$ cat config.mk
export PLATFORM = sky130hd
export DESIGN_NAME = mem_req_queue
export DESIGN_NICKNAME = d
export VERILOG_FILES = /design/src/common/mem_pkg.sv /design/src/common/lane_pkg.sv /design/src/mem_req_queue/req_store.sv /design/src/mem_req_queue/load_forward.sv /design/src/mem_req_queue/enq_arbiter.sv /design/src/mem_req_queue/mem_req_queue.sv
export SDC_FILE = /design/constraint.sdc
export NUM_CORES = 2
export LEC_CHECK = 0
export BUFFER_PORTS_ARGS = -buffer_cell sky130_fd_sc_hd__buf_2
export CAP_MARGIN = 20
export CORE_ASPECT_RATIO = 1.5
export CORE_MARGIN = 5
export CORE_UTILIZATION = 40
export CTS_BUF_LIST = sky130_fd_sc_hd__clkbuf_16
export DETAILED_ROUTE_END_ITERATION = 8
export GPL_TIMING_DRIVEN = 1
export RECOVER_POWER = 25
export SLEW_MARGIN = 30
export SYNTH_ARGS = -nofsm -noshare
export SYNTH_HDL_FRONTEND = slang
export SYNTH_SLANG_ARGS = --single-unit
export TNS_END_PERCENT = 1
$ cat constraint.sdc
create_clock -name clk -period 8.1 [get_ports clk]
set_clock_uncertainty 0.1 [all_clocks]
set_input_delay 0.81 -clock clk [delete_from_list [all_inputs] [get_ports clk]]
set_output_delay 0.81 -clock clk [all_outputs]
set_load 0.02 [all_outputs]
$ cat src/common/mem_pkg.sv
`default_nettype none

// ==============================
// Memory request format
// ==============================

// Layout of a single request travelling through the memory stage, as the
// queue, the forwarders and the arbiter all see it
package mem_pkg;

	// Operation carried by a request
	// MR_LOAD sign-extends the loaded value and MR_LOADZ zero-extends it
	typedef enum logic [1:0] {
		MR_LOAD  = 2'd0,
		MR_LOADZ = 2'd1,
		MR_STORE = 2'd2
	} mem_func;

	// Access size, encoded as the log2 of the byte count
	typedef enum logic [1:0] {
		SZ_BYTE  = 2'd0,
		SZ_WYDE  = 2'd1,
		SZ_TETRA = 2'd2,
		SZ_OCTA  = 2'd3
	} mem_size;

	// One request as it sits in the queue
	// For a store the data is right-justified in dat
	// For a load taken from the queue the dat field carries nothing useful
	typedef struct packed {
		logic [7:0]  tid;
		mem_func     func;
		mem_size     sz;
		logic [31:0] adr;
		logic [63:0] dat;
	} mem_request;

	// The last-tid register starts here after reset
	// No real transaction is expected to use this id
	localparam logic [7:0] TID_NONE = 8'd255;

endpackage

`default_nettype wire

$ cat src/common/lane_pkg.sv
`default_nettype none

// ==============================
// Byte lanes of a cache line
// ==============================

// Geometry of a 16-byte line and the helpers that turn a size and an
// offset into byte selects and data masks
package lane_pkg;

	// Bytes in one line and the width of the offset inside it
	localparam int LINE_BYTES = 16;
	localparam int LANE_BITS  = 4;

	// Byte select of an access inside the line
	// Requests are naturally aligned, so the shifted select never spills out
	function automatic logic [LINE_BYTES-1:0] lane_sel(
		input mem_pkg::mem_size sz,
		input logic [LANE_BITS-1:0] ofs
	);
		logic [LINE_BYTES-1:0] base;
		case (sz)
			mem_pkg::SZ_BYTE:  base = 16'h0001;
			mem_pkg::SZ_WYDE:  base = 16'h0003;
			mem_pkg::SZ_TETRA: base = 16'h000F;
			default:           base = 16'h00FF;
		endcase
		return base << ofs;
	endfunction

	// Mask that keeps the low bytes belonging to an access of the given size
	function automatic logic [63:0] size_mask(input mem_pkg::mem_size sz);
		logic [63:0] m;
		case (sz)
			mem_pkg::SZ_BYTE:  m = 64'h0000_0000_0000_00FF;
			mem_pkg::SZ_WYDE:  m = 64'h0000_0000_0000_FFFF;
			mem_pkg::SZ_TETRA: m = 64'h0000_0000_FFFF_FFFF;
			default:           m = 64'hFFFF_FFFF_FFFF_FFFF;
		endcase
		return m;
	endfunction

endpackage

`default_nettype wire

$ cat src/mem_req_queue/req_store.sv
`default_nettype none

// In-order entry store built as a shift register
// The oldest entry always sits at index 0, and a pop moves every entry down
// by one place. A push and a pop may happen in the same cycle
module req_store #(
	parameter int QDEP = 8
) (
	input  wire logic                           clk,
	input  wire logic                           rst,
	input  wire logic                           push,
	input  wire mem_pkg::mem_request            push_req,
	input  wire logic                           pop,
	output mem_pkg::mem_request [QDEP-1:0]      entries,
	output logic [QDEP-1:0]                     entry_valid,
	output logic [$clog2(QDEP+1)-1:0]           count
);
	localparam int CWID = $clog2(QDEP + 1);

	// Slot the incoming request lands in
	logic [CWID-1:0] wr_idx;

	// ==============================
	// Write index
	// ==============================

	// Without a pop the new entry goes right after the youngest one
	// With a pop everything shifts down, so the free slot is one lower
	// The arbiter only pops a non-empty queue, so count is at least one then
	always_comb begin
		if (pop) begin
			wr_idx = count - 1'b1;
		end else begin
			wr_idx = count;
		end
	end

	// ==============================
	// Entry payload
	// ==============================

	// The shift and the write share one block so that the write to the
	// slot freed by the shift takes effect over the shifted value
	always_ff @(posedge clk) begin
		if (pop) begin
			for (int i = 0; i < QDEP - 1; i++) begin
				entries[i] <= entries[i + 1];
			end
		end
		if (push) begin
			entries[wr_idx] <= push_req;
		end
	end

	// ==============================
	// Occupancy
	// ==============================

	// Count moves by plus one, minus one or not at all
	always_ff @(posedge clk) begin
		if (rst) begin
			count <= '0;
		end else begin
			count <= count + CWID'(push) - CWID'(pop);
		end
	end

	// Entries below count are live, the rest are stale copies
	// left behind by the shifting
	always_comb begin
		for (int i = 0; i < QDEP; i++) begin
			entry_valid[i] = (count > CWID'(i));
		end
	end

endmodule

`default_nettype wire

$ cat src/mem_req_queue/load_forward.sv
`default_nettype none

// Store-to-load forwarding for one request port
// A load whose bytes all come from a single queued store is answered from
// that store without going to memory. With several covering stores the
// youngest one provides the data
module load_forward #(
	parameter int AWID = 32,
	parameter int QDEP = 8
) (
	input  wire mem_pkg::mem_request              req,
	input  wire mem_pkg::mem_request [QDEP-1:0]   entries,
	input  wire logic [QDEP-1:0]                  entry_valid,
	output mem_pkg::mem_request                   fwd_req,
	output logic                                  found
);
	import mem_pkg::*;
	import lane_pkg::*;

	logic                  is_load;
	logic [LINE_BYTES-1:0] ld_sel;
	logic [QDEP-1:0]       hit;
	logic [63:0]           st_dat;
	logic [LANE_BITS-1:0]  st_ofs;
	logic [LANE_BITS-1:0]  ofs_diff;
	logic [63:0]           shifted;
	logic [63:0]           ld_mask;
	logic [63:0]           masked;
	logic                  sign;

	// Only the two load flavours are ever forwarded
	assign is_load = (req.func == MR_LOAD) || (req.func == MR_LOADZ);
	assign ld_sel  = lane_sel(req.sz, req.adr[LANE_BITS-1:0]);

	// ==============================
	// Match search
	// ==============================

	// A store matches when it is live, sits in the same line and its bytes
	// include every byte of the load
	// Partial overlaps fall out here and the load is simply queued
	always_comb begin
		logic [LINE_BYTES-1:0] st_sel;
		for (int i = 0; i < QDEP; i++) begin
			st_sel = lane_sel(entries[i].sz, entries[i].adr[LANE_BITS-1:0]);
			hit[i] = entry_valid[i]
				&& (entries[i].func == MR_STORE)
				&& (entries[i].adr[AWID-1:LANE_BITS] == req.adr[AWID-1:LANE_BITS])
				&& ((ld_sel & ~st_sel) == '0);
		end
	end

	// Walk from oldest to youngest so the last hit seen is the youngest
	always_comb begin
		st_dat = '0;
		st_ofs = '0;
		for (int i = 0; i < QDEP; i++) begin
			if (hit[i]) begin
				st_dat = entries[i].dat;
				st_ofs = entries[i].adr[LANE_BITS-1:0];
			end
		end
	end

	assign found = is_load && (|hit);

	// ==============================
	// Align, mask and extend
	// ==============================

	// A covering store never starts after the load, so the difference of the
	// offsets is the number of bytes to drop from the store data
	assign ofs_diff = req.adr[LANE_BITS-1:0] - st_ofs;
	assign shifted  = st_dat >> {ofs_diff, 3'b000};
	assign ld_mask  = size_mask(req.sz);
	assign masked   = shifted & ld_mask;

	// Sign comes from the top bit of the highest loaded byte
	always_comb begin
		case (req.sz)
			SZ_BYTE:  sign = shifted[7];
			SZ_WYDE:  sign = shifted[15];
			SZ_TETRA: sign = shifted[31];
			default:  sign = shifted[63];
		endcase
	end

	// The load comes back unchanged apart from its data field
	always_comb begin
		fwd_req = req;
		if (found) begin
			if (req.func == MR_LOAD && sign) begin
				fwd_req.dat = masked | ~ld_mask;
			end else begin
				fwd_req.dat = masked;
			end
		end
	end

endmodule

`default_nettype wire

$ cat src/mem_req_queue/enq_arbiter.sv
`default_nettype none

// Enqueue arbiter of the request queue
// It decides which port is taken in a cycle, drives the push and the pop of
// the entry store, filters a repeated tid and produces the one-cycle acks
module enq_arbiter #(
	parameter int QDEP = 8
) (
	input  wire logic                      clk,
	input  wire logic                      rst,
	input  wire logic                      wr0,
	input  wire mem_pkg::mem_request       i0,
	input  wire logic                      found0,
	input  wire logic                      wr1,
	input  wire mem_pkg::mem_request       i1,
	input  wire logic                      found1,
	input  wire logic [$clog2(QDEP+1)-1:0] count,
	input  wire logic                      rd,
	output logic                           wr_ack0,
	output logic                           wr_ack1,
	output logic                           push,
	output mem_pkg::mem_request            push_req,
	output logic                           pop
);
	import mem_pkg::*;

	logic       req0, req1;
	logic       want0, want1;
	logic       grant0, grant1;
	logic       taken0, taken1;
	logic       room;
	logic [7:0] last_tid;

	// ==============================
	// Pop and room
	// ==============================

	// A read of an empty queue does nothing
	assign pop  = rd && (count != '0);
	// A full queue still accepts a push when the head leaves in the same cycle
	assign room = (count < QDEP) || pop;

	// ==============================
	// Port selection
	// ==============================

	// A port whose ack is still high was taken last cycle and its requester
	// has not yet moved on, so it is held off for this cycle
	assign req0 = wr0 && !wr_ack0;
	assign req1 = wr1 && !wr_ack1;

	// Requests that cannot be forwarded need a slot in the queue
	assign want0 = req0 && !found0;
	assign want1 = req1 && !found1;

	// Port 0 always wins the push, port 1 waits for a cycle where port 0
	// does not want the queue
	assign grant0 = want0 && room;
	assign grant1 = want1 && room && !want0;

	// Forwarding needs no slot, so both ports may be taken at once
	assign taken0 = req0 && (found0 || grant0);
	assign taken1 = req1 && (found1 || grant1);

	// ==============================
	// Push and repeated tids
	// ==============================

	assign push_req = grant0 ? i0 : i1;
	// A repeated tid is acknowledged but never written a second time
	assign push = (grant0 || grant1) && (push_req.tid != last_tid);

	// ==============================
	// Acks and last tid
	// ==============================

	always_ff @(posedge clk) begin
		if (rst) begin
			wr_ack0  <= 1'b0;
			wr_ack1  <= 1'b0;
			last_tid <= TID_NONE;
		end else begin
			// Each ack is high for exactly the cycle after the port was taken
			wr_ack0 <= taken0;
			wr_ack1 <= taken1;
			if (push) begin
				last_tid <= push_req.tid;
			end
		end
	end

endmodule

`default_nettype wire

$ cat src/mem_req_queue/mem_req_queue.sv
`default_nettype none

// Load/store request queue of the memory stage
// Two request ports feed an in-order queue, and loads covered by a queued
// store are answered straight away by forwarding
module mem_req_queue #(
	parameter int AWID = 32,
	parameter int QDEP = 8
) (
	input  wire logic                clk,
	input  wire logic                rst,
	input  wire logic                wr0,
	input  wire mem_pkg::mem_request i0,
	output logic                     wr_ack0,
	output logic                     found0,
	output mem_pkg::mem_request      ldo0,
	input  wire logic                wr1,
	input  wire mem_pkg::mem_request i1,
	output logic                     wr_ack1,
	output logic                     found1,
	output mem_pkg::mem_request      ldo1,
	input  wire logic                rd,
	output mem_pkg::mem_request      o,
	output logic                     valid,
	output logic                     empty
);
	import mem_pkg::*;

	localparam int CWID = $clog2(QDEP + 1);

	// Queue contents as seen by both forwarders
	mem_request [QDEP-1:0] entries;
	logic [QDEP-1:0]       entry_valid;
	logic [CWID-1:0]       count;

	// Arbiter to store
	logic       push;
	logic       pop;
	mem_request push_req;

	// ==============================
	// Entry store
	// ==============================

	req_store #(.QDEP(QDEP)) store (
		.clk(clk), .rst(rst),
		.push(push), .push_req(push_req), .pop(pop),
		.entries(entries), .entry_valid(entry_valid), .count(count)
	);

	// ==============================
	// Store-to-load forwarding
	// ==============================

	// One forwarder per port, both searching the same entries
	load_forward #(.AWID(AWID), .QDEP(QDEP)) fwd0 (
		.req(i0), .entries(entries), .entry_valid(entry_valid),
		.fwd_req(ldo0), .found(found0)
	);

	load_forward #(.AWID(AWID), .QDEP(QDEP)) fwd1 (
		.req(i1), .entries(entries), .entry_valid(entry_valid),
		.fwd_req(ldo1), .found(found1)
	);

	// ==============================
	// Enqueue arbitration
	// ==============================

	enq_arbiter #(.QDEP(QDEP)) arb (
		.clk(clk), .rst(rst),
		.wr0(wr0), .i0(i0), .found0(found0),
		.wr1(wr1), .i1(i1), .found1(found1),
		.count(count), .rd(rd),
		.wr_ack0(wr_ack0), .wr_ack1(wr_ack1),
		.push(push), .push_req(push_req), .pop(pop)
	);

	// The memory side always looks at the oldest entry
	assign o     = entries[0];
	assign valid = entry_valid[0];
	assign empty = ~entry_valid[0];

endmodule

`default_nettype wire

==> impl_metrics.sql <==
INSERT INTO impl_metrics (metric_group, metric, value, unit) VALUES
('timing', 'report.final.hold_viol_count', '0', ''),
('clock_tree', 'cts_made_buffers', '94', ''),
('routing', 'drt-met1-wl', '148000', 'um'),
('timing', 'rsz_0062_raised_after_global_routing', 'yes', ''),
('timing', 'worst_slew_margin_rel', '16.1', '%'),
('clock_tree', 'clock_sinks', '878', ''),
('routing', 'number_of_violations_reported_at_the_end_of_detailed_routing_iteration_0', '13300', ''),
('clock_tree', 'number_of_h_tree_levels', '3', ''),
('logic_synthesis', 'synth-simple-area-share', '16.9', '%'),
('logic_synthesis', 'synth-xor-area-share', '5.96', '%'),
('die', 'design.portCount', '551', ''),
('routing', 'remaining_drc_errors', '57', ''),
('worst_setup_path', 'setup.worst_path.end_class', 'primary output', ''),
('logic_synthesis', 'syn-mean-instance-area', '8.30', 'um^2'),
('die', 'initial_utilization', '40.1', '%'),
('routing', 'met2WireLength', '223000', 'um'),
('logic_synthesis', 'synth_edf_count', '108', ''),
('worst_setup_path', 'crit_arrival', '7400', 'ps'),
('final_layout', 'num-nets-final', '9879', ''),
('logic_synthesis', 'combinational_family_with_the_most_area_after_synthesis', 'multiplexers', ''),
('logic_synthesis', 'synth_adder_area_share', '0.458', '%'),
('clock_tree', 'tritoncts', 'done', ''),
('timing', 'setup_slack', '-210', 'ps'),
('timing', 'finalSetupViolations', '94', ''),
('routing', 'ant_nets', '0', ''),
('clock_tree', 'worstSkewPairLatency', '800', 'ps'),
('final_layout', 'final-seq-area', '0.0187', 'mm^2'),
('logic_synthesis', 'synth_cells', '8420', ''),
('routing', 'detailedRoute.firstPassIterationCount', '9', ''),
('clock_tree', 'root_buffer', 'sky130_fd_sc_hd__clkbuf_16', ''),
('global_route', 'grt_pass1_wl', '694000', 'um'),
('die', 'overall_die_area', '0.183', 'mm^2'),
('clock_tree', 'cts_buffer_depth', '3', ''),
('worst_setup_path', 'path_class', 'reg -> out', ''),
('run_status', 'violated_checks', 'DRC, setup timing', ''),
('place', 'detailedPlacementHpwl', '395000', 'um'),
('routing', 'wire_per_inst', '42.5', 'um'),
('logic_synthesis', 'synth_area_leaders', 'sky130_fd_sc_hd__mux2i_1 23%, sky130_fd_sc_hd__dfxtp_1 22%, sky130_fd_sc_hd__edfxtp_1 4.6%', ''),
('job', 'drv_cap', '0', ''),
('worst_setup_path', 'worstSetupStartpointType', 'register', ''),
('timing', 'setup_total_negative_slack', '-6650', 'ps'),
('worst_setup_path', 'crit_required', '7190', 'ps'),
('global_route', 'grt_start_max_net_pins', '171', ''),
('global_route', 'grt_use_total', '54.0', '%'),
('place', 'port-buffer-count', '550', ''),
('final_layout', 'multi_input_comb_area', '0.0470', 'mm^2'),
('timing', 'upper_clock_frequency_limit', '0.120', 'GHz'),
('min_path', 'hp-class', 'in -> reg', ''),
('global_route', 'first_global_vias', '81400', ''),
('timing', 'worst-slew-pin-transition', '1250', 'ps'),
('die', 'floorplan.rows', '188', ''),
('routing', 'route.met3.wl', '55200', 'um'),
('die', 'dieWidth', '351', 'um'),
('logic_synthesis', 'synth_top_area_cell', 'sky130_fd_sc_hd__mux2i_1', ''),
('pwr', 'pwr_density_cell', '352', 'mW/mm^2'),
('timing', 'timing.final.crit_share', '103', '%'),
('global_route', 'antenna_found_initial', '39', ''),
('logic_synthesis', 'yosysUniqueCellTypes', '122', ''),
('run_status', 'outcome', 'complete, but fails checks', ''),
('logic_synthesis', 'synth_fp_nets', '8664', ''),
('routing', 'top_signal_layer_used', 'met5', ''),
('final_layout', 'flow.area_growth_from_synthesis', '26.8', '%'),
('die', 'core_region_area', '0.174', 'mm^2'),
('pwr', 'leakage', '41.0', 'nW'),
('routing', 'total_via_count_in_the_routed_design', '84200', ''),
('logic_synthesis', 'syn_area', '0.0699', 'mm^2'),
('worst_setup_path', 'critical_path_peak_fanout', '27', ''),
('logic_synthesis', 'ys_ff_latch', '878', ''),
('logic_synthesis', 'synthDominantCellAreaShare', '22.6', '%'),
('logic_synthesis', 'ys.flop_type', 'sky130_fd_sc_hd__dfxtp_1', ''),
('final_layout', 'post_route_cells_drive_above_1_share', '26.3', '%');
## through the flow
stage / instances / util [%] / hold WS (ps) / power [mW] / instance area [um^2]
after floorplan: 8420 / - / 399 / 17.5 / 69900
after global placement: 11800 / 47.8 / 408 / 24.3 / 83300
after detailed placement: 11800 / 47.9 / 421 / 24.7 / 83400
after CTS: 12000 / 50.0 / 395 / 29.8 / 87200
after global routing: 12000 / 50.8 / 414 / 32.0 / 88500
final: 12000 / 50.8 / 419 / 31.1 / 88600
## cells by family after synthesis
logic type,count (synthesis)
xor+xnor,476
simple gates,2355
flops,878
buf+inv,1149
compound gates,1923
mux,1615
fa+ha+maj,24
## flip-flops by register name, indices dropped and copies added (netlist names)
name / cells
arb.last_tid: 8
arb.wr_ack0: 1
store.count: 4
arb.wr_ack1: 1
store.entries: 864
## timing repair
item | in CTS | in global routing
buffers inserted | 9 | 25
endpoints found under the setup margin | 128 | 128
resized for setup | 102 | 240
hold buffers | 0 | 0
gates cloned | 0 | 3
pin swaps | 17 | 41
## worst paths after layout
path / startpoint / endpoint / slack, ps / cells after the start
worst max-delay path: store.entries[632] / ldo0[8] / -210 / 20
worst min-delay path: i1[56] / store.entries[812] / 420 / 4
worst max register to register: store.entries[632] / store.entries[810] / 580 / 17
worst min register to register: store.entries[638] / store.entries[530] / 440 / 2
## routing by layer
layer | track usage, % | vias to the layer above
met5 | 1.11 | -
met4 | 66.4 | 20
met3 | 19.6 | 3416
met2 | 83.7 | 7379
met1 | 50.0 | 39900
li1 | - | 33400
## cell usage in the layout, fill, tap and decap left out, types with 36 or more instances in the layout
| master | instances |
|---|---|
| sky130_fd_sc_hd__mux2i_1 | 1575 |
| sky130_fd_sc_hd__buf_4 | 1336 |
| sky130_fd_sc_hd__dfxtp_1 | 720 |
| sky130_fd_sc_hd__nand2_1 | 618 |
| sky130_fd_sc_hd__nor2_1 | 559 |
| sky130_fd_sc_hd__buf_2 | 506 |
| sky130_fd_sc_hd__a21oi_1 | 475 |
| sky130_fd_sc_hd__o21ai_0 | 369 |
| sky130_fd_sc_hd__inv_1 | 245 |
| sky130_fd_sc_hd__xnor2_1 | 243 |
| sky130_fd_sc_hd__xor2_1 | 203 |
| sky130_fd_sc_hd__nand3_1 | 193 |
| sky130_fd_sc_hd__nand4_1 | 184 |
| sky130_fd_sc_hd__nor3_1 | 134 |
| sky130_fd_sc_hd__buf_12 | 114 |
| sky130_fd_sc_hd__nor4_1 | 108 |
| sky130_fd_sc_hd__edfxtp_1 | 108 |
| sky130_fd_sc_hd__clkbuf_16 | 98 |
| sky130_fd_sc_hd__o211ai_1 | 88 |
| sky130_fd_sc_hd__a211oi_1 | 88 |
| sky130_fd_sc_hd__or3_1 | 63 |
| sky130_fd_sc_hd__and3_1 | 57 |
| sky130_fd_sc_hd__a22oi_1 | 52 |
| sky130_fd_sc_hd__and2_1 | 51 |
| sky130_fd_sc_hd__diode_2 | 48 |
| sky130_fd_sc_hd__a31oi_1 | 48 |
| sky130_fd_sc_hd__nand2b_1 | 47 |
| sky130_fd_sc_hd__a211o_1 | 45 |
| sky130_fd_sc_hd__a21o_1 | 44 |
| sky130_fd_sc_hd__a221oi_1 | 44 |
| sky130_fd_sc_hd__o22ai_1 | 40 |
| sky130_fd_sc_hd__dfxtp_2 | 39 |
| sky130_fd_sc_hd__o21a_1 | 38 |
| sky130_fd_sc_hd__mux2_2 | 36 |
## Yosys cell counts, types with 30 or more instances
library cell,n
sky130_fd_sc_hd__nand3_1,205
sky130_fd_sc_hd__o21a_1,40
sky130_fd_sc_hd__mux2_2,36
sky130_fd_sc_hd__a22oi_1,54
sky130_fd_sc_hd__buf_2,178
sky130_fd_sc_hd__nor4_1,130
sky130_fd_sc_hd__o21ai_0,390
sky130_fd_sc_hd__xor2_1,222
sky130_fd_sc_hd__dfxtp_1,770
sky130_fd_sc_hd__a21o_1,44
sky130_fd_sc_hd__a2111oi_0,31
sky130_fd_sc_hd__o211ai_1,88
sky130_fd_sc_hd__and3_1,62
sky130_fd_sc_hd__clkbuf_1,415
sky130_fd_sc_hd__nand2b_1,48
sky130_fd_sc_hd__nor3_1,149
sky130_fd_sc_hd__nor2_1,571
sky130_fd_sc_hd__or3_1,65
sky130_fd_sc_hd__a211oi_1,99
sky130_fd_sc_hd__a211o_1,45
sky130_fd_sc_hd__o22ai_1,41
sky130_fd_sc_hd__or4_1,34
sky130_fd_sc_hd__o22a_1,31
sky130_fd_sc_hd__a21oi_1,486
sky130_fd_sc_hd__nand4_1,184
sky130_fd_sc_hd__inv_1,237
sky130_fd_sc_hd__a31oi_1,51
sky130_fd_sc_hd__a311oi_1,37
sky130_fd_sc_hd__buf_4,230
sky130_fd_sc_hd__a221oi_1,47
sky130_fd_sc_hd__a22o_1,30
sky130_fd_sc_hd__o31ai_1,36
sky130_fd_sc_hd__nand2_1,632
sky130_fd_sc_hd__and2_1,52
sky130_fd_sc_hd__a32oi_1,33
sky130_fd_sc_hd__mux2i_1,1578
sky130_fd_sc_hd__buf_1,51
sky130_fd_sc_hd__nor2b_1,40
sky130_fd_sc_hd__xnor2_1,254
sky130_fd_sc_hd__edfxtp_1,108
sky130_fd_sc_hd__o221ai_1,31
## worst max-delay path, stage by stage, from the launching register on
cell                      delay [ps]
sky130_fd_sc_hd__dfxtp_1         830
sky130_fd_sc_hd__xor2_1          270
sky130_fd_sc_hd__nor4_1          600
sky130_fd_sc_hd__nand4_1         470
sky130_fd_sc_hd__nor3_1          350
sky130_fd_sc_hd__buf_4           170
sky130_fd_sc_hd__nand3_1         160
sky130_fd_sc_hd__nor3_4          260
sky130_fd_sc_hd__buf_4           360
sky130_fd_sc_hd__buf_4           540
sky130_fd_sc_hd__nor2_4           90
sky130_fd_sc_hd__buf_4           260
sky130_fd_sc_hd__nand2_1         100
sky130_fd_sc_hd__a21oi_1          60
sky130_fd_sc_hd__o32ai_1         460
sky130_fd_sc_hd__buf_4           210
sky130_fd_sc_hd__buf_4           220
sky130_fd_sc_hd__a21oi_1         140
sky130_fd_sc_hd__o41ai_2         600
sky130_fd_sc_hd__o22a_1          230
sky130_fd_sc_hd__buf_2           170
## cell type report
type | count | area share (%)
Sequential cell | 878 | 21.2
Multi-Input combinational cell | 6393 | 53.1
Timing Repair Buffer | 2021 | 17.4
Clock buffer | 96 | 2.71
Inverter | 247 | 1.06
Antenna cell | 48 | 0.136
Clock inverter | 81 | 1.16
Tap cell | 2280 | 3.22
## where the power goes
group / total, mW / internal (mW) / switching (mW)
logic: 16.2 / 6.17 / 10.0
registers: 9.88 / 6.64 / 3.24
clock network: 5.08 / 2.85 / 2.23
total: 31.1 / 15.7 / 15.5
Note: power is estimated with default switching activity, not from simulation.
